`src/rtl/frame_rd_pkg.sv`:
```
/*
 * frame buffer read engine shared constants
 * port widths, frame geometry values and the read FSM state encoding
 */
`default_nettype none

package frame_rd_pkg;

	// --------------------------------------------------
	// data path widths
	// --------------------------------------------------
	localparam int DATA_WD      = 64;   // memory port word
	localparam int OUT_WD       = 32;   // back buffer output word
	localparam int BUF_DEPTH_WD = 3;    // frame pointer, up to 8 frames
	localparam int ADDR_WD      = 16;   // burst address within a frame
	localparam int FSIZE_WD     = 25;   // byte counts, up to 32 MB frames
	localparam int BSIZE_WD     = 9;    // byte offset inside a 512 byte burst
	localparam int WORD_SHIFT   = 3;    // 8 bytes per port word

	localparam logic [6:0] BURST_WORDS = 7'd64;   // port words per burst

	// --------------------------------------------------
	// frame geometry
	// --------------------------------------------------
	localparam logic [FSIZE_WD-1:0] LEADER_BYTES        = 25'h34;
	localparam logic [6:0]          TRAILER_BYTES       = 7'h20;   // chunk off
	localparam logic [6:0]          TRAILER_CHUNK_BYTES = 7'h24;   // chunk on

	// trailer sits at a fixed burst near the top of the frame slot
	localparam logic [ADDR_WD-1:0] TRAILER_ADDR = {{(ADDR_WD-1){1'b1}}, 1'b0};

	// --------------------------------------------------
	// memory controller command fields
	// --------------------------------------------------
	localparam logic [2:0] CMD_INSTR_RD = 3'd1;   // read
	localparam logic [5:0] CMD_BL       = 6'd63;  // 64 words per burst
	localparam int         CMD_ADDR_WD  = 30;

	// back buffer, 256 x 64
	localparam int FIFO_DEPTH_WD  = 8;
	localparam int FIFO_PROG_FULL = 180;  // stop issuing bursts above this

	// read command FSM
	typedef enum logic [2:0] {
		S_IDLE,
		S_REQ_WAIT,
		S_REQ,
		S_CMD_WAIT,
		S_CMD,
		S_RD,
		S_CHK
	} rd_state_e;

endpackage

`default_nettype wire

```
`src/rtl/rd_cmd_fsm.sv`:
```
/*
 * read command engine
 * burst command FSM, frame pointer and burst address, port read gating and padding filter
 */
`default_nettype none

module rd_cmd_fsm
	import frame_rd_pkg::*;
(
	input  logic                          clk,
	input  logic                          reset,
	input  logic                          i_se_2_fvalrise,    // acquisition level, async-ish
	input  logic [BUF_DEPTH_WD-1:0]       iv_frame_depth,
	input  logic [BUF_DEPTH_WD-1:0]       iv_wr_frame_ptr,
	input  logic [ADDR_WD-1:0]            iv_wr_addr,
	input  logic                          i_p_out_cmd_empty,
	input  logic [DATA_WD-1:0]            iv_p_out_rd_data,
	input  logic                          i_p_out_rd_empty,
	input  logic [FSIZE_WD-WORD_SHIFT:0]  iv_lp_words,
	input  logic [6:0]                    iv_trailer_words,
	input  logic [ADDR_WD-1:0]            iv_last_pl_addr,
	input  logic                          i_buf_full,
	input  logic                          i_buf_prog_full,
	output logic                          o_acq_active,
	output logic                          o_cmd_en,
	output logic [CMD_ADDR_WD-1:0]        ov_cmd_byte_addr,
	output logic                          o_rd_en,
	output logic                          o_buf_wr_en,
	output logic [DATA_WD-1:0]            ov_buf_wr_data,
	output logic [BUF_DEPTH_WD-1:0]       ov_rd_frame_ptr
);

	rd_state_e                     state;
	rd_state_e                     next_state;
	logic [1:0]                    acq_sync;          // 2 flop sync of acquisition level
	logic                          able_to_read;      // data in ddr ahead of the reader
	logic [ADDR_WD-1:0]            rd_addr;           // burst address in frame
	logic [6:0]                    word_cnt;          // words taken in current burst
	logic [FSIZE_WD-WORD_SHIFT:0]  frame_word_cnt;    // payload words taken in frame
	logic                          reading_trailer;   // current burst is the trailer
	logic                          wr_payload;
	logic                          wr_trailer;

	// --------------------------------------------------
	// acquisition sync and availability
	// --------------------------------------------------
	always_ff @(posedge clk)
	begin
		if (reset)
			acq_sync <= 2'b00;
		else
			acq_sync <= {acq_sync[0], i_se_2_fvalrise};
	end

	assign o_acq_active = acq_sync[1];

	// other frame: readable once the writer has started it
	// same frame: readable while behind the writer
	always_ff @(posedge clk)
	begin
		if (reset)
			able_to_read <= 1'b0;
		else if (iv_wr_frame_ptr != ov_rd_frame_ptr)
			able_to_read <= (iv_wr_addr != '0);
		else
			able_to_read <= (rd_addr < iv_wr_addr);
	end

	// --------------------------------------------------
	// FSM
	// --------------------------------------------------
	always_ff @(posedge clk)
	begin
		if (reset)
			state <= S_IDLE;
		else
			state <= next_state;
	end

	always_comb
	begin
		next_state = state;
		case (state)
			S_IDLE:
				if (able_to_read && !i_buf_prog_full && o_acq_active)
					next_state = S_REQ_WAIT;
			S_REQ_WAIT:
				next_state = o_acq_active ? S_REQ : S_IDLE;
			S_REQ:
				next_state = S_CMD_WAIT;      // pointer moves here
			S_CMD_WAIT:
				if (!o_acq_active)
					next_state = S_IDLE;
				else if (i_p_out_cmd_empty && !i_buf_prog_full && able_to_read)
					next_state = S_CMD;
			S_CMD:
				next_state = S_RD;
			S_RD:
				// burst always drains fully, even when stopping
				if (word_cnt == BURST_WORDS)
					next_state = o_acq_active ? S_CHK : S_IDLE;
			S_CHK:
				if (!o_acq_active || reading_trailer)
					next_state = S_IDLE;      // trailer done, frame complete
				else
					next_state = S_CMD_WAIT;
			default:
				next_state = S_IDLE;
		endcase
	end

	// one cycle pulse, cycle after S_CMD
	always_ff @(posedge clk)
	begin
		if (reset)
			o_cmd_en <= 1'b0;
		else
			o_cmd_en <= (state == S_CMD);
	end

	// --------------------------------------------------
	// frame pointer and burst address
	// --------------------------------------------------
	always_ff @(posedge clk)
	begin
		if (reset)
			ov_rd_frame_ptr <= '0;
		else if (state == S_IDLE && !o_acq_active)
			ov_rd_frame_ptr <= '0;                       // stopped, back to frame 0
		else if (state == S_REQ && ov_rd_frame_ptr != iv_wr_frame_ptr)
		begin
			if (ov_rd_frame_ptr == iv_frame_depth - 1'b1)
				ov_rd_frame_ptr <= '0;                   // wrap at depth
			else
				ov_rd_frame_ptr <= ov_rd_frame_ptr + 1'b1;
		end
	end

	// address steps once per issued command
	always_ff @(posedge clk)
	begin
		if (reset)
			rd_addr <= '0;
		else if ((state == S_IDLE && !o_acq_active) || state == S_REQ)
			rd_addr <= '0;
		else if (o_cmd_en && rd_addr != TRAILER_ADDR)
		begin
			if (rd_addr == iv_last_pl_addr)
				rd_addr <= TRAILER_ADDR;    // payload done, trailer next
			else
				rd_addr <= rd_addr + 1'b1;
		end
	end

	assign ov_cmd_byte_addr = {2'b00, ov_rd_frame_ptr, rd_addr, {BSIZE_WD{1'b0}}};

	// trailer flag follows the address of the burst being issued
	always_ff @(posedge clk)
	begin
		if (reset)
			reading_trailer <= 1'b0;
		else if (state == S_CMD)
			reading_trailer <= (rd_addr == TRAILER_ADDR);
		else if (state == S_IDLE)
			reading_trailer <= 1'b0;
	end

	// --------------------------------------------------
	// port read gating and word counters
	// --------------------------------------------------
	assign o_rd_en = !i_p_out_rd_empty && !i_buf_full && (word_cnt < BURST_WORDS);

	always_ff @(posedge clk)
	begin
		if (reset)
			word_cnt <= BURST_WORDS;    // parked at 64, no reads outside a burst
		else if (state == S_CMD)
			word_cnt <= '0;
		else if (o_rd_en)
			word_cnt <= word_cnt + 1'b1;
	end

	always_ff @(posedge clk)
	begin
		if (reset)
			frame_word_cnt <= '0;
		else if (state == S_REQ)
			frame_word_cnt <= '0;           // new frame
		else if (o_rd_en && !reading_trailer)
			frame_word_cnt <= frame_word_cnt + 1'b1;
	end

	// drop padding at the tail of the last payload burst and of the trailer burst
	assign wr_payload = o_rd_en && !reading_trailer && (frame_word_cnt < iv_lp_words);
	assign wr_trailer = o_rd_en && reading_trailer && (word_cnt < iv_trailer_words);

	assign o_buf_wr_en    = wr_payload || wr_trailer;
	assign ov_buf_wr_data = iv_p_out_rd_data;   // written the same cycle it is popped

endmodule

`default_nettype wire

```
`config.mk`:
```
export PLATFORM = sky130hd
export DESIGN_NAME = rd_cmd_fsm
export DESIGN_NICKNAME = d
export VERILOG_FILES = /design/src/rtl/frame_rd_pkg.sv /design/src/rtl/rd_cmd_fsm.sv
export SDC_FILE = /design/constraint.sdc
export NUM_CORES = 1
export LEC_CHECK = 0
export BUFFER_PORTS_ARGS = -buffer_cell sky130_fd_sc_hd__buf_2
export CORE_MARGIN = 2
export CORE_UTILIZATION = 47
export CTS_CLUSTER_SIZE = 40
export DETAILED_ROUTE_END_ITERATION = 7
export PLACE_DENSITY = 0.93
export SETUP_SLACK_MARGIN = 0.02
export SYNTH_ARGS = -nofsm -noshare
export SYNTH_HDL_FRONTEND = slang
export SYNTH_SLANG_ARGS = --single-unit
```
`constraint.sdc`:
```
create_clock -name clk -period 2.4 [get_ports clk]
set_input_delay 0.24 -clock clk [delete_from_list [all_inputs] [get_ports clk]]
set_output_delay 0.24 -clock clk [all_outputs]
set_load 0.005 [all_outputs]
```
## Word level (Yosys, flattened, before mapping)

Index checks and enable logic that the tools add are counted.

| operators by class | value |
|---|---|
| $add $sub $neg | 5 |
| equal/unequal tests | 16 |
| mux-type cells | 15 |
| reductions and logical operators | 30 |
| $lt $le $gt $ge | 4 |

Operator list:

| cell | number |
|---|---|
| $add A23 B1 Y23 const B | 1 |
| $lt A23 B23 Y1 | 1 |
| $pmux W3 S7 | 1 |
| $mux W3 | 6 |
| $add A16 B1 Y16 const B | 1 |
| $eq A16 B16 Y1 | 1 |
| $eq A16 B16 Y1 const B | 1 |
| $lt A16 B16 Y1 | 1 |
| $mux W16 | 1 |
| $ne A16 B16 Y1 const B | 1 |
| $reduce_bool A16 Y1 | 1 |
| $mux W7 | 2 |
| $logic_and A1 B1 Y1 | 13 |
| $eq A3 B3 Y1 const B | 3 |
| $reduce_or A2 Y1 | 4 |
| $add A7 B1 Y7 const B | 1 |
| $eq A7 B7 Y1 const B | 1 |
| $lt A7 B7 Y1 | 1 |
| $lt A7 B7 Y1 const B | 1 |
| $eq A3 B2 Y1 const B | 2 |
| $ne A3 B3 Y1 | 2 |
| $logic_not A1 Y1 | 5 |
| $mux W2 | 2 |
| $ne A2 B2 Y1 const B | 2 |
| other kinds (10) | 15 |

| word-level totals | value |
|---|---|
| register bits | 57 |
| logic and storage cells | 80 |
| output and inout bits | 101 |
| bits of input ports | 139 |

## Longest topological paths before layout

| logic depth | value |
|---|---|
| depth in word-level cells | 6 |
| depth in mapped cells | 8 |

## Worst setup path after synthesis

No wires, ideal clock.

| timing path | value |
|---|---|
| path type | register to register |
| start point | register rd_addr[0] |
| end point | register rd_addr[10] |
| path slack | 531 ps |
| buffers on the path | 2 |
| arrival time | 1803 ps |
| setup time | 66 ps |
| cell stages (with the launch flop) | 9 |
| required time | 2334 ps |
| cells stage by stage | dfxtp_1 > inv_1 > ha_1 > nand3_1 > o41ai_2 > or4_1 > buf_6 > buf_12 > a21oi_2 |

| on the way | value |
|---|---|
| longest elaborated chain between the ends | 2 |
| elaborated cells between the ends (all ways) | 5 |

RTL lines:

| item | line | RTL |
|---|---|---|
| from (decl) | rd_cmd_fsm.sv:37 | `logic [ADDR_WD-1:0] rd_addr;` |
| from (signal assigned) | rd_cmd_fsm.sv:151 | `rd_addr <= rd_addr + 1'b1;` |
| $add A16 B1 Y16, or another cell as far along | rd_cmd_fsm.sv:151 |  |
| $mux W16 / $logic_and A1 B1 Y1 (equally long branches) | rd_cmd_fsm.sv:148, rd_cmd_fsm.sv:146 |  |

Parallel ways exist; a longest one is shown, timed or not.
A chain may end at the register's enable or synchronous reset.

## Final worst setup path

| timing path | value |
|---|---|
| start point | register frame_word_cnt[21] |
| end point | output o_buf_wr_en |

| on the way | value |
|---|---|
| longest elaborated chain between the ends | 3 |

RTL lines:

| item | line | RTL |
|---|---|---|
| from (decl) | rd_cmd_fsm.sv:39 | `logic [FSIZE_WD-WORD_SHIFT:0] frame_word_cnt;` |
| from (signal assigned) | rd_cmd_fsm.sv:190 | `frame_word_cnt <= frame_word_cnt + 1'b1;` |
| $lt A23 B23 Y1 | rd_cmd_fsm.sv:194 | `assign wr_payload = o_rd_en && !reading_trailer && (frame_word_cnt < iv_lp_words);` |
| $logic_and A1 B1 Y1 | rd_cmd_fsm.sv:194 |  |
| $logic_or A1 B1 Y1 | rd_cmd_fsm.sv:197 | `assign o_buf_wr_en = wr_payload \|\| wr_trailer;` |
| to (decl) | rd_cmd_fsm.sv:28 | `output logic o_buf_wr_en,` |

Every way passes these cells.

==> results.cfg <==
[detailed_routing]
drtPass1Iterations = 4
wl_per_cell_um = 13.0
via_count = 3959
drt_iter0_drc = 139
routed_via_density = 5.20
totalWireLength_mm = 9.86
remaining_drc_errors = 0
antenna_left = 0

[hold_path]
worstHoldPathType = in2reg
worstHoldPathCells = 2

[clocking]
clock-sinks = 57
clk_latency_ns = 0.33
clk_pin_slew_worst_paths_ns = 0.07
root_buffer = clkbuf_8
hold_buffers = 0
ctsResizeCount = 0
numCtsBuffers = 9
cts_setup_buffers = 0
clockBufferDepth = 2
cts_max_level = 3
cts_tree = yes

[layout]
area_delta_synth_final_pct = 7.34
drive_above_1_share = 0.242
fin_nets = 812
stdcell_count = 761
diodes = 0
post-route-cell-area_mm2 = 0.00509
utilization = 0.520

[job]
maxCapViolations = 0

[grt]
grt_pass1_wl_mm = 16.6
track_usage = 0.184
grt_pass1_vias = 3799
grt_max_degree = 17
antenna_found_initial = 0
grt-ovfl-total = 0

[synth]
synth.yosys.seq_area_share = 0.241
ys_ff_latch = 57
synth-main-ff-cell = dfxtp_1
synthArstFlopShare = 0
avgSynthCellArea_um2 = 8.13
syn_inst = 583
synth_edf_count = 0
yosysWarnings = 0
yosysUniqueCellTypes = 53
synthesis.area_mm2 = 0.00474

[timing]
worstMarginPinSlew_ns = 0.548
fin_crit_ns = 2.24
setup_violations = 0
rsz0062_at_grt = no
hold_violations = 0
finClkSkew_ns = 0.0115
relSlewSlack = 0.632
clock.fmax_ghz = 0.446
maxSlewViolCount = 0
fin_crit_sh = 0.934
finalSetupTns_ns = 0

[die]
initial_core_util = 0.485
die_h_um = 104
ios = 240
core_area_mm2 = 0.00977
die_w_um = 104
rows = 36
die_area_mm2 = 0.0109

[power]
p_leak_nw = 2.33
ir_drop_mv = 0.325
powerDensity_mw_per_mm2 = 425
total_power_mw = 2.16

[worst_setup_path]
cpPeakStageDelay_ns = 0.35
r2r_cells = 6
worstSetupPathType = reg2out
startpoint_type = register
crit_slowest_cell = nor4_2
required_ns = 2.16
cp.arrival_ns = 2.00
worstPathCellList = ha_1 -> nand4_1 -> nor4_2 -> nand2_1 -> a31oi_2 -> o22ai_1 -> buf_2
cp-end-kind = output port
path_max_fanout = 3

[outcome]
status = finished, final reports clean

[place]
gp_congestion = 0.948
hpwl_mm = 7.88
placedCellCount = 745
port_buffers = 100
placed_area_mm2 = 0.00485
-- final cells by class --
| cell class | instances | area, um^2 |
|---|---|---|
| Clock buffer | 9 | 124 |
| Clock inverter | 7 | 95.1 |
| Fill cell | 911 | 4690 |
| Inverter | 51 | 191 |
| Multi-Input combinational cell | 394 | 2790 |
| Sequential cell | 57 | 1150 |
| Tap cell | 133 | 166 |
| Timing Repair Buffer | 110 | 576 |
-- Yosys cell counts (8+ instances only) --
library cell | n | area share
a21oi_1 | 32 | 0.034
a21oi_2 | 10 | 0.018
buf_4 | 79 | 0.13
dfxtp_1 | 57 | 0.24
ha_1 | 50 | 0.13
inv_1 | 51 | 0.040
nand2_1 | 44 | 0.035
nand2b_1 | 8 | 0.011
nand3_1 | 15 | 0.016
nand4_1 | 24 | 0.032
nor2_1 | 39 | 0.031
nor3_1 | 11 | 0.012
nor4_1 | 12 | 0.016
o21ai_0 | 12 | 0.013
xnor2_1 | 34 | 0.063
xor2_1 | 26 | 0.048
-- registers in the layout, indices dropped and copies added, names as in the netlist --
name	cells
acq_sync	2
state	3
frame_word_cnt	23
o_cmd_en	1
able_to_read	1
ov_rd_frame_ptr	3
reading_trailer	1
rd_addr	16
word_cnt	7
-- cell families after synthesis --
kind of cell    synth area share
other cells             0.000791
flops                      0.241
fa+ha+maj                  0.132
compound gates             0.101
buf+inv                    0.181
mux                      0.00634
simple gates               0.227
xor+xnor                   0.111
-- routing by layer --
layer	track usage	routed length [um]
met1	0.219	4370
met5	0	0
met4	0.0714	196
met2	0.313	4730
met3	0.0489	561
-- final timing paths --
| check | startpoint | endpoint | slack [ns] |
|---|---|---|---|
| worst max-delay path | frame_word_cnt[21]$_SDFFE_PP0P_ | o_buf_wr_en | 0.16 |
| worst min-delay path | i_se_2_fvalrise | acq_sync[0]$_SDFF_PP0_ | 0.11 |
| worst max register to register | rd_addr[7]$_SDFFE_PP0P_ | rd_addr[7]$_SDFFE_PP0P_ | 0.33 |
| worst min register to register | acq_sync[0]$_SDFF_PP0_ | acq_sync[1]$_SDFF_PP0_ | 0.44 |
-- power breakdown --
group | switching, mW | leakage [nW] | total [mW] | internal [mW]
combinational | 0.118 | 1.76 | 0.218 | 0.100
clock | 0.402 | 0.109 | 0.986 | 0.584
sequential | 0.00854 | 0.462 | 0.960 | 0.951
-- critical path: cells and delay by family (launching register included) --
family / cells / cell delay, ns
AO/OA/AOI/OAI: 2 / 0.27
adder cells (fa/ha/maj): 1 / 0.32
buffers and inverters: 1 / 0.13
flip-flops: 1 / 0.34
AND/OR/NAND/NOR: 3 / 0.62
-- metrics by stage --
stage	hold WS, ns	setup WS (ns)
after floorplan	0.368	0.531
after global placement	0.419	0.405
after detailed placement	0.430	0.371
after CTS	0.0945	0.0241
after global routing	0.107	0.0186
final	0.114	0.158
-- cells in the final DEF, fill, tap and decap left out, drive strengths merged, types with 2 or more instances in the layout --
cell / instances
nand4: 25
ha: 50
nor4: 16
or4: 4
nand3b: 3
nand4bb: 2
bufinv: 2
nand3: 15
o22ai: 3
a21oi: 42
mux2i: 3
buf: 110
nand2b: 8
conb: 11
and4: 5
and3: 6
o211ai: 3
nor3: 12
nor2b: 6
clkinv: 4
or3: 3
xnor2: 34
inv: 51
nor2: 39
clkbuf: 9
xor2: 26
dfxtp: 57
o21ai: 12
nand2: 44
a31oi: 4
a21o: 2
Note: power is estimated with default switching activity, not from simulation.
