### src/rtl/frame_rd_pkg.sv
/*
 * frame buffer read engine shared constants
 * port widths, frame geometry values and the read FSM state encoding
 */
`default_nettype none

package frame_rd_pkg;

	// --------------------------------------------------
	// data path widths
	// --------------------------------------------------
	localparam int DATA_WD      = 64;   // memory port word
	localparam int OUT_WD       = 32;   // back buffer output word
	localparam int BUF_DEPTH_WD = 3;    // frame pointer, up to 8 frames
	localparam int ADDR_WD      = 16;   // burst address within a frame
	localparam int FSIZE_WD     = 25;   // byte counts, up to 32 MB frames
	localparam int BSIZE_WD     = 9;    // byte offset inside a 512 byte burst
	localparam int WORD_SHIFT   = 3;    // 8 bytes per port word

	localparam logic [6:0] BURST_WORDS = 7'd64;   // port words per burst

	// --------------------------------------------------
	// frame geometry
	// --------------------------------------------------
	localparam logic [FSIZE_WD-1:0] LEADER_BYTES        = 25'h34;
	localparam logic [6:0]          TRAILER_BYTES       = 7'h20;   // chunk off
	localparam logic [6:0]          TRAILER_CHUNK_BYTES = 7'h24;   // chunk on

	// trailer sits at a fixed burst near the top of the frame slot
	localparam logic [ADDR_WD-1:0] TRAILER_ADDR = {{(ADDR_WD-1){1'b1}}, 1'b0};

	// --------------------------------------------------
	// memory controller command fields
	// --------------------------------------------------
	localparam logic [2:0] CMD_INSTR_RD = 3'd1;   // read
	localparam logic [5:0] CMD_BL       = 6'd63;  // 64 words per burst
	localparam int         CMD_ADDR_WD  = 30;

	// back buffer, 256 x 64
	localparam int FIFO_DEPTH_WD  = 8;
	localparam int FIFO_PROG_FULL = 180;  // stop issuing bursts above this

	// read command FSM
	typedef enum logic [2:0] {
		S_IDLE,
		S_REQ_WAIT,
		S_REQ,
		S_CMD_WAIT,
		S_CMD,
		S_RD,
		S_CHK
	} rd_state_e;

endpackage

`default_nettype wire

### src/rtl/frame_size_calc.sv
/*
 * frame size calculation
 * latches leader+payload and trailer sizes while stopped, derives word and burst counts
 */
`default_nettype none

module frame_size_calc
	import frame_rd_pkg::*;
(
	input  logic                          clk,
	input  logic                          reset,
	input  logic                          i_acq_active,      // low while stopped
	input  logic [FSIZE_WD-1:0]           iv_payload_size,
	input  logic                          i_chunkmodeactive,
	output logic [FSIZE_WD-WORD_SHIFT:0]  ov_lp_words,       // leader+payload words, rounded up
	output logic [6:0]                    ov_trailer_words,
	output logic [ADDR_WD-1:0]            ov_last_pl_addr    // burst addr of last payload burst
);

	logic [FSIZE_WD-1:0] lp_bytes;       // leader + payload bytes
	logic [6:0]          trailer_bytes;
	logic [FSIZE_WD-1:0] lp_bytes_m1;    // for the last burst index

	// --------------------------------------------------
	// stage 1, byte sizes, only updated while stopped
	// --------------------------------------------------
	always_ff @(posedge clk)
	begin
		if (reset)
		begin
			lp_bytes      <= LEADER_BYTES;
			trailer_bytes <= TRAILER_BYTES;
		end
		else if (!i_acq_active)
		begin
			lp_bytes <= iv_payload_size + LEADER_BYTES;
			// chunk mode adds 4 bytes to the trailer
			if (i_chunkmodeactive)
				trailer_bytes <= TRAILER_CHUNK_BYTES;
			else
				trailer_bytes <= TRAILER_BYTES;
		end
	end

	assign lp_bytes_m1 = lp_bytes - 1'b1;

	// --------------------------------------------------
	// stage 2, word and burst counts
	// --------------------------------------------------
	// sizes are multiples of 4, so bit 2 alone decides the round up
	always_ff @(posedge clk)
	begin
		if (reset)
		begin
			ov_lp_words      <= '0;
			ov_trailer_words <= '0;
			ov_last_pl_addr  <= '0;
		end
		else
		begin
			ov_lp_words      <= {1'b0, lp_bytes[FSIZE_WD-1:WORD_SHIFT]}
				+ lp_bytes[WORD_SHIFT-1];
			ov_trailer_words <= {{WORD_SHIFT{1'b0}}, trailer_bytes[6:WORD_SHIFT]}
				+ trailer_bytes[WORD_SHIFT-1];
			ov_last_pl_addr  <= lp_bytes_m1[FSIZE_WD-1:BSIZE_WD];   // (bytes-1)/512
		end
	end

endmodule

`default_nettype wire

### config.mk
export PLATFORM = sky130hd
export DESIGN_NAME = frame_size_calc
export DESIGN_NICKNAME = d
export VERILOG_FILES = /design/src/rtl/frame_rd_pkg.sv /design/src/rtl/frame_size_calc.sv
export SDC_FILE = /design/constraint.sdc
export NUM_CORES = 1
export LEC_CHECK = 0
export CORE_MARGIN = 2
export CORE_UTILIZATION = 45
export DETAILED_ROUTE_END_ITERATION = 16
export DONT_BUFFER_PORTS = 1
export PLACE_DENSITY = 0.62
export SYNTH_ARGS = -nofsm -noshare
export SYNTH_HDL_FRONTEND = slang
export SYNTH_SLANG_ARGS = --single-unit
### constraint.sdc
create_clock -name clk -period 1.59 [get_ports clk]
set_input_delay 0.0795 -clock clk [delete_from_list [all_inputs] [get_ports clk]]
set_output_delay 0.0795 -clock clk [all_outputs]
set_load 0.02 [all_outputs]
* Word-level counts from Yosys, hierarchy flattened
Index checks and enable logic that the tools add are counted.
Cells by class: muxes and demuxes 1, $add $sub $neg 4
Operators with widths (count):
- adder 25 x 6 -> 25 bit (second input constant) | 1
- subtractor 25 x 1 -> 25 bit (second input constant) | 1
- adder 22 x 1 -> 23 bit | 1
- adder 4 x 1 -> 5 bit | 1
- two-way mux 3 bit | 1
Word-level totals: register bits after elaboration 78, logic and storage cells 10, output and inout bits 46

* Longest topological paths before layout
Gate-level depths: netlist (run 1).
depth in word-level cells 1, mapped depth 6

* Worst setup path after synthesis (run 1)
Ideal clock, no wire load.
kind register to register, from reg lp_bytes[6], to reg ov_last_pl_addr[6], setup slack -96 ps, path buffers 1, data required time 1467 ps, arrival time 1563 ps, cell stages (with the launch flop) 6, period minus slack after synthesis 1686 ps, path through dfxtp_1 > buf_4 > nor4_4 > nand4_2 > nor4_1 > mux2_1
Between the ends: cells in the longest elaborated chain, start to end 1
RTL lines:
- from (decl) | line frame_size_calc.sv:20 | logic [FSIZE_WD-1:0] lp_bytes;
- from (signal assigned) | line frame_size_calc.sv:36 | lp_bytes <= iv_payload_size + LEADER_BYTES;
- subtractor 25 x 1 -> 25 bit | line frame_size_calc.sv:45 | assign lp_bytes_m1 = lp_bytes - 1'b1;
- to (signal assigned) | line frame_size_calc.sv:65 | ov_last_pl_addr <= lp_bytes_m1[FSIZE_WD-1:BSIZE_WD];
- to (decl) | line frame_size_calc.sv:17 | output logic [ADDR_WD-1:0] ov_last_pl_addr
No other way between the ends. A chain may end at the register's enable or synchronous reset.

* Worst setup path in the final report (run 1)
from reg lp_bytes[3], to reg ov_last_pl_addr[9]
Same word-level chain as after synthesis.

==> metrics.txt, run 1 <==
status=finished with violations; failing checks=negative setup slack; final wirelength=8390 um; # IOs=75; Synth top cells by count=dfxtp_1 (67), nor2_1 (30), nand2_1 (24); Final Slew Violations=0; Tcrit/Tclk final=1.05; crit-path cells=buf_6, inv_4, ha_1, o21ai_1, nand4_4, or4_4, a21oi_2; Setup WS pre-CTS=-0.144 ns; grt total ovfl=0; Die ar.=0.00810 mm2; Max-Cap Viols=0; startpoint types=flip-flop; clk_skew=0.0110 ns; initial antenna violation count=0; PwrDens=869 mW/mm2; Sw Pwr=1090 uW; placed inst area=0.00360 mm2; Cells after Synth=370; max_slew headroom=0.527; GRT Total Usage=0.201; Yosys cell types=52; Reg-to-Reg Start=lp_bytes[3]; Syn Area/Cell=9.00 um2; Worst-Margin Slew=0.703 ns; Tmin final=1.68 ns; area grow syn2layout=29.8%; CP Max Fanout=6; clock network power share=0.328; I/O Buffers=0; flop and latch count out of synthesis=67; CTS Sinks=67; pin count of the biggest net entering global routing=39; initial core utilization=0.461; Seq pwr share=0.517; CP Data Required Time=1.87 ns; drt first pass iters=4; clock latency on the worst-skew pair=0.35 ns; RSZ-0062 raised after global routing=true; residual DRC count=0; Yosys top cell area share=0.403; WP data arrival=1.95 ns; post-route cell area=0.00432 mm2; Seq. cell area=0.00136 mm2; Pint=2660 uW; global-route wire length before repair=13200 um; vias in the first global route=2680; synthesized cell area=0.00333 mm2; worst hold path class=input pin to flip-flop; Power Total=3760 uW; root buffer cell=clkbuf_8; DRT antenna net count=0; Leak Pwr=0.00170 uW; Critical Path Max Stage Delay=0.45 ns; min-delay src=reset; share of cells above drive strength 1=0.275; routed vias=2859; Worst IR Drop VDD=360 uV; # setup viols final=4; DR vias/cell=5.37; Yosys top cell by area=dfxtp_1; Clock transition at path regs=0.07 ns; combinational power share=0.155; Fillers=642; CTS Buf Count=9; delay-heaviest family, CP=simple AND/OR/NAND/NOR gates; # nets final=463; fmax=596 MHz; asr flop ratio synth=0; Synth area leaders=dfxtp_1 (40%), mux2i_1 (6.0%), xnor2_1 (4.2%), nor2_1 (3.4%), a21oi_1 (2.7%); detailed placement HPWL=5410 um; top-count cell post-synth=dfxtp_1; Switching Fraction=0.291; DIE WIDTH=90.0 um; WP buf/inv=2; 1st-iter DRT viols=169; Max Buffers Root-to-Sink=2; post-route setup slack=-0.0868 ns; critical setup path kind=flip-flop to flip-flop; Die H=90.0 um; slowest CP cell=or4_4; ys flop type=dfxtp_1; Post-synth EDFFs=0; ant diodes=0; yosys warns=0; H-tree lvl count=3; endpoint type of the worst setup path=flip-flop; FF-to-FF setup slack=-0.09 ns; Seq/Total Area, Yosys=0.403; crit path launch=lp_bytes[3]; routed len/inst=15.8 um; multi-input logic area=0.00200 mm2; FP Rows=31; CTS tree=built; Fin. Hold Viols=0; Core Area=0.00721 mm2; gpl congestion=0.887
==> per-layer routing <==
layer	part of all wire	global-route usage	wire (um)
met4	0.0083	0.0654	70
met3	0.060	0.0528	500
met1	0.47	0.280	3960
met2	0.46	0.304	3850
met5	0	0	0
==> kinds of logic (layout without fill, tap and decap cells) <==
kind of cell,count (synthesis),count (layout),share of synthesized area
compound gates,53,53,0.109
xor+xnor,25,25,0.0658
fa+ha+maj,5,5,0.0188
buf+inv,44,103,0.0597
flops,67,67,0.403
mux,22,22,0.0669
other cells,1,5,0.00113
simple gates,153,153,0.276
==> power groups by stage <==
stage / sequential, uW / clock [uW] / combinational, uW
2_1_floorplan: 1940 / 0 / 350
3_3_place_gp: 1970 / 0 / 425
3_5_place_dp: 1970 / 0 / 430
4_1_cts: 1930 / 1260 / 533
5_1_grt: 1950 / 1330 / 644
6_report: 1940 / 1230 / 584
==> area by class of cell <==
cell class,instances,share of cell area
clock buffer,10,0.0319
clock inverter,5,0.00695
inverter,20,0.0180
multi-input combinational,263,0.462
sequential,67,0.315
tap,99,0.0287
timing repair buffer,68,0.138
==> sequential cells by signal, summed over array words and instances (netlist names) <==
| signal | cells |
|---|---|
| lp_bytes | 25 |
| ov_last_pl_addr | 16 |
| ov_lp_words | 23 |
| ov_trailer_words | 2 |
| trailer_bytes | 1 |
==> through the flow <==
| step | hold slack [ns] | utilization | TNS, ns | instances |
|---|---|---|---|---|
| after CTS | 0.00779 | 0.566 | -0.157 | 523 |
| after detailed placement | 0.156 | 0.500 | -0.722 | 483 |
| after global routing | 0.0195 | 0.599 | -1.09 | 532 |
| final | 0.0134 | 0.599 | -0.219 | 532 |
| after global placement | 0.156 | 0.500 | -0.494 | 483 |
| after floorplan | 0.223 | - | -0.0742 | 374 |
==> final timing paths <==
check                             to  depth (start not counted)
hold / removal    ov_last_pl_addr[9]                          2
hold reg to reg      ov_lp_words[22]                          2
setup reg to reg  ov_last_pl_addr[9]                          7
setup / recovery  ov_last_pl_addr[9]                          7
==> what timing repair did <==
item                       in CTS  in global routing
setup endpoints to repair      14                 29
hold buffers                   23                  0
pin swaps                       3                  4
gates cloned                    0                  1
hold endpoints to repair       63                  0
gates resized for setup        14                 39
setup buffers                   2                  8
==> layout by cell type, fill, tap and decap left out, types with 6 or more instances in the layout <==
cell type / netlist / routed
nor3_1: 13 / 9
nand2_1: 24 / 22
dlygate4sd3_1: 0 / 21
mux2i_1: 20 / 20
or2_2: 6 / 6
o21a_1: 8 / 8
and4_1: 7 / 7
buf_4: 6 / 41
dfxtp_2: 0 / 11
clkbuf_8: 0 / 10
nor2_1: 30 / 28
dfxtp_1: 67 / 55
a21oi_1: 18 / 17
inv_1: 19 / 17
nand4_1: 13 / 13
nand3_1: 9 / 9
nor4_4: 3 / 8
nor4_2: 3 / 6
xnor2_1: 16 / 16
o21ai_0: 8 / 7
nand2b_1: 7 / 7
xor2_1: 9 / 9
Power figures use the tool's default switching activity.
==> run 2, diff against run 1 <==
Settings changed: CORE_ASPECT_RATIO set to 1.25, CTS_CLUSTER_SIZE set to 30.
==> run 2 against run 1 <==
Compared with the run above:
- the run still ends with negative setup slack left
- die area is essentially flat
- critical endpoint unchanged
- global-route usage grew 1.6 points
- sequential share of layout area shrank 0.21 points
- core utilization shrank 0.44 points
- register-to-register slack lost 0.03 ns
- largest cell class unchanged
- flip-flop and latch count is the same
- count of clock-buffer cells in the layout grew 1
- sequential power is essentially flat
- clock power grew 23%
- clock skew is essentially flat
- final area is essentially flat
==> metrics.txt, run 2 (synthesis results as in run 1) <==
Worst IR Drop VDD=545 uV; H-tree lvl count=3; Clock transition at path regs=0.07 ns; WP data arrival=1.98 ns; 1st-iter DRT viols=168; CTS Buf Count=9; Tcrit/Tclk final=1.07; CP Data Required Time=1.87 ns; Leak Pwr=0.00170 uW; Tmin final=1.71 ns; Pint=2940 uW; biggest regs=lp_bytes: 25 flops, ov_lp_words: 23 flops, ov_last_pl_addr: 16 flops; grt total ovfl=0; most frequent cells in the layout=dfxtp_1 (60), buf_4 (40), nor2_1 (29); max reg flops=25; # setup viols final=13; combinational power share=0.143; clock latency on the worst-skew pair=0.34 ns; failing checks=negative setup slack; final wirelength=8570 um; residual DRC count=0; area grow syn2layout=29.8%; share of cells above drive strength 1=0.266; Final Slew Violations=0; DIE WIDTH=80.9 um; Reg with most FFs=lp_bytes; M1 WL=3550 um; Max-Cap Viols=0; pin count of the biggest net entering global routing=38; CP Max Fanout=7; routed vias=2893; CTS tree=built; GRT Total Usage=0.217; I/O Buffers=0; Die H=100 um; endpoint type of the worst setup path=flip-flop; DRT antenna net count=0; initial core utilization=0.458; Sw Pwr=1080 uW; Max Buffers Root-to-Sink=2; WP buf/inv=2; max_slew headroom=0.572; Critical Path Max Stage Delay=0.46 ns; status=finished with violations; wire length on met3=510 um; critical setup path kind=flip-flop to flip-flop; ant diodes=0; Die ar.=0.00811 mm2; gpl congestion=0.846; CTS Sinks=67; uppermost layer routed=met4; PwrDens=930 mW/mm2; post-route setup slack=-0.115 ns; fmax=586 MHz; Seq pwr share=0.481; worst hold path class=input pin to flip-flop; Core Area=0.00727 mm2; initial antenna violation count=0; # nets final=461; # IOs=75; placed inst area=0.00363 mm2; Worst-Margin Slew=0.637 ns; drt first pass iters=4; clk_skew=0.0107 ns; Switching Fraction=0.268; Fillers=682; commonest non-fill, non-tap cell in the layout=dfxtp_1; routed len/inst=16.4 um; DR vias/cell=5.52; delay-heaviest family, CP=simple AND/OR/NAND/NOR gates; RSZ-0062 raised after global routing=true; Fin. Hold Viols=0; slowest CP cell=or4_1; global-route wire length before repair=13700 um; detailed placement HPWL=5660 um; crit-path cells=buf_6, inv_4, ha_4, nor3b_4, nand4_4, or4_1, a21oi_2; post-route cell area=0.00432 mm2; startpoint types=flip-flop; FP Rows=35; vias in the first global route=2916; Final TNS setup=-0.681 ns; clock network power share=0.376; root buffer cell=clkbuf_8; met2 wire length=4320 um
[run 2: changes by cell type in the layout (fill, tap and decap cells not counted), moves of 2 or more]
cell       delta
bufinv_16     +2
a21oi_1       -2
nor4_2        +2
a21oi_2       +2
dfxtp_1       +5
dfxtp_2       -4
nor4_4        -2
clkbuf_1      +2
[run 2: power by group through the flow]
stage          Clock, uW  Combinational, uW  Sequential, uW
6_report            1510                575            1940
5_1_grt             1610                633            1950
4_1_cts             1540                547            1930
3_5_place_dp           0                440            1970
3_3_place_gp           0                430            1970
2_1_floorplan          0                350            1940
[run 2: timing repair]
item | in CTS | in global routing
gates cloned | 0 | 0
setup endpoints to repair | 20 | 30
pin swaps | 5 | 3
gates resized for setup | 27 | 22
endpoints found under the hold margin | 62 | 1
setup buffers | 3 | 3
hold buffers | 22 | 1
[run 2: area by class of cell]
| class | instances | area [um2] | area share |
|---|---|---|---|
| clock buffers | 11 | 131 | 0.0304 |
| clock inverters | 5 | 77.6 | 0.0180 |
| inverters | 20 | 77.6 | 0.0180 |
| multi-input cells | 263 | 1980 | 0.459 |
| flip-flops and latches | 67 | 1350 | 0.312 |
| well taps | 92 | 115 | 0.0266 |
| repair buffers | 66 | 586 | 0.135 |
[run 2: worst paths after layout]
| path | from | to | slack (ns) | depth (start not counted) |
|---|---|---|---|---|
| worst max-delay path | lp_bytes[3] | ov_last_pl_addr[9] | -0.12 | 7 |
| worst min-delay path | reset | ov_last_pl_addr[5] | 0.01 | 2 |
| worst max register to register | lp_bytes[3] | ov_last_pl_addr[9] | -0.12 | 7 |
| worst min register to register | lp_bytes[24] | ov_lp_words[22] | 0.51 | 2 |
[run 2: metal layers]
metal,vias up,GRT usage
met1,1372,0.265
met4,0,0.0782
met2,88,0.365
li1,1418,-
met5,-,0
met3,15,0.0549
[run 2: worst register-to-register path: stages, from the launching register on]
cell     delay [ns]
dfxtp_2        0.33
buf_6          0.12
inv_4          0.05
ha_4           0.11
nor3b_4        0.22
nand4_4        0.18
or4_1          0.46
a21oi_2        0.16
[run 2: through the flow]
stage / std cells / power [uW] / util / setup slack [ns] / hold slack [ns]
after CTS: 521 / 4030 / 0.576 / -0.117 / 0.0117
after global routing: 524 / 4190 / 0.594 / -0.184 / 0.0196
final: 524 / 4020 / 0.594 / -0.115 / 0.0110
after floorplan: 374 / 2290 / - / -0.0742 / 0.223
after global placement: 480 / 2400 / 0.499 / -0.117 / 0.158
after detailed placement: 480 / 2410 / 0.499 / -0.173 / 0.157
==> run 3, diff against run 2 <==
Settings changed: CELL_PAD_IN_SITES_DETAIL_PLACEMENT set to 2, CELL_PAD_IN_SITES_GLOBAL_PLACEMENT set to 2, CORE_UTILIZATION 45 to 34, PLACE_DENSITY 0.62 to 0.75.
==> run 3 against run 2 <==
Compared with the run above:
- the run still ends with negative setup slack left
- clock power increased by 38%
- count of clock-buffer cells in the layout is 1 higher
- non-clock buffer count is 23 higher
- maximum frequency shrank 10%
- sequential power barely moved
- combinational power grew 29%
- global-route usage is 5.3 points higher
- total power is 19% higher
- core utilization fell by 9.3 points
- final cell count is 10% higher
- clock skew is 0.0056 ns higher
- die area is 31% higher
- highest routed layer unchanged
==> metrics.txt, run 3 (synthesis results as in run 1) <==
status=finished with violations; failing checks=negative setup slack; fmax=527 MHz; clk_skew=0.0163 ns; detailed placement HPWL=7410 um; residual DRC count=0; Tmin final=1.90 ns; post-route setup slack=-0.307 ns; Fin. Hold Viols=0; Fillers=969; initial core utilization=0.348; FP Rows=40; drt first pass iters=4; Final Slew Violations=0; final wirelength=15300 um; RSZ-0062 raised after global routing=true; I/O Buffers=0; GRT Total Usage=0.269; Switching Fraction=0.283; PwrDens=1000 mW/mm2; vias in the first global route=3475; global-route wire length before repair=21500 um; CP Max Fanout=8; endpoint type of the worst setup path=flip-flop; grt total ovfl=0; DR vias/cell=5.64; Leak Pwr=0.00194 uW; Max Buffers Root-to-Sink=2; critical setup path kind=flip-flop to flip-flop; most frequent cells in the layout=dfxtp_1 (52), buf_4 (51), nor2_1 (28); share of cells above drive strength 1=0.331; startpoint types=flip-flop; Sw Pwr=1350 uW; CTS tree=built; biggest regs=lp_bytes: 25 flops, ov_lp_words: 23 flops, ov_last_pl_addr: 16 flops; # IOs=75; Seq pwr share=0.409; CTS Sinks=67; CP Data Required Time=1.85 ns; initial antenna violation count=0; Worst IR Drop VDD=456 uV; routed vias=3263; placed inst area=0.00369 mm2; WP data arrival=2.15 ns; max reg flops=25; # nets final=484; worst hold path class=input pin to flip-flop; worst hold slack=0.00000408 ns; DRT antenna net count=0; DIE WIDTH=92.5 um; pin count of the biggest net entering global routing=35; Tcrit/Tclk final=1.19; CTS Buf Count=9; 1st-iter DRT viols=179; root buffer cell=clkbuf_16; commonest non-fill, non-tap cell in the layout=dfxtp_1; Die H=115 um; gpl congestion=0.842; clock latency on the worst-skew pair=0.34 ns; Clock transition at path regs=0.06 ns; post-route cell area=0.00479 mm2; # setup viols final=26; Worst-Margin Slew=0.738 ns; combinational power share=0.154; multi-input logic area=0.00207 mm2; ant diodes=0; Pint=3440 uW; Finished Core Util=0.501; clock network power share=0.437; H-tree lvl count=3; max_slew headroom=0.504; FF-to-FF setup slack=-0.31 ns; Max-Cap Viols=0; Reg with most FFs=lp_bytes; Seq. cell area=0.00138 mm2; routed len/inst=26.5 um; Core Area=0.00956 mm2; Die ar.=0.0106 mm2; area grow syn2layout=44.0%
## run 3: changes by cell type in the layout (fill, tap and decap cells not counted), moves of 3 or more
cell	previous run	this run
buf_4	40	51
clkbuf_8	9	3
buf_6	4	11
dfxtp_1	60	52
dlygate4sd3_1	20	25
nor3_4	0	3
clkbuf_16	0	9
dfxtp_4	0	8
## run 3: final timing paths
kind,startpoint,cells past startpoint,endpoint
hold reg to reg,lp_bytes[24],2,ov_lp_words[22]
setup reg to reg,lp_bytes[6],5,ov_last_pl_addr[13]
setup / recovery,lp_bytes[6],5,ov_last_pl_addr[13]
hold / removal,iv_payload_size[12],3,lp_bytes[12]
## run 3: repair_timing
action,in CTS,in global routing
hold buffers,27,0
setup endpoints to repair,24,34
buffers inserted,9,12
pin swaps,6,6
resized for setup,48,42
endpoints found under the hold margin,62,0
## run 3: stage by stage
| stage | instances | TNS [ns] | setup WS, ns | total power [uW] |
|---|---|---|---|---|
| after floorplan | 374 | -0.0742 | -0.0742 | 2290 |
| after global placement | 517 | -0.757 | -0.121 | 2410 |
| after detailed placement | 517 | -2.20 | -0.210 | 2440 |
| after CTS | 567 | -0.425 | -0.100 | 4650 |
| after global routing | 579 | -5.28 | -0.396 | 4930 |
| final | 579 | -3.30 | -0.307 | 4790 |
## run 3: cell type report
type / instances / share of cell area
multi-input combinational: 263 / 0.433
sequential: 67 / 0.288
timing repair buffer: 89 / 0.166
clock buffer: 12 / 0.0556
tap: 126 / 0.0329
inverter: 20 / 0.0175
clock inverter: 2 / 0.00731
## run 3: worst max-delay path, cell delays in order (launching register included)
cell,delay (ns)
dfxtp_4,0.36
nor4_4,0.39
buf_4,0.20
nand4_4,0.18
nor4_1,0.38
mux2i_1,0.29
## run 3: layer usage
| layer | vias to the layer above | track usage | wire length, um |
|---|---|---|---|
| met3 | 27 | 0.0540 | 612 |
| li1 | 1466 | - | - |
| met2 | 103 | 0.478 | 7890 |
| met4 | 0 | 0.105 | 387 |
| met1 | 1667 | 0.317 | 6450 |
| met5 | - | 0 | 0 |
## run 3: power by group through the flow
stage / Sequential [uW] / Combinational (uW) / Clock (uW)
floorplan: 1940 / 350 / 0
global placement: 1970 / 435 / 0
detailed placement: 1980 / 466 / 0
CTS: 1950 / 626 / 2070
global route: 1970 / 782 / 2180
finish: 1960 / 739 / 2090
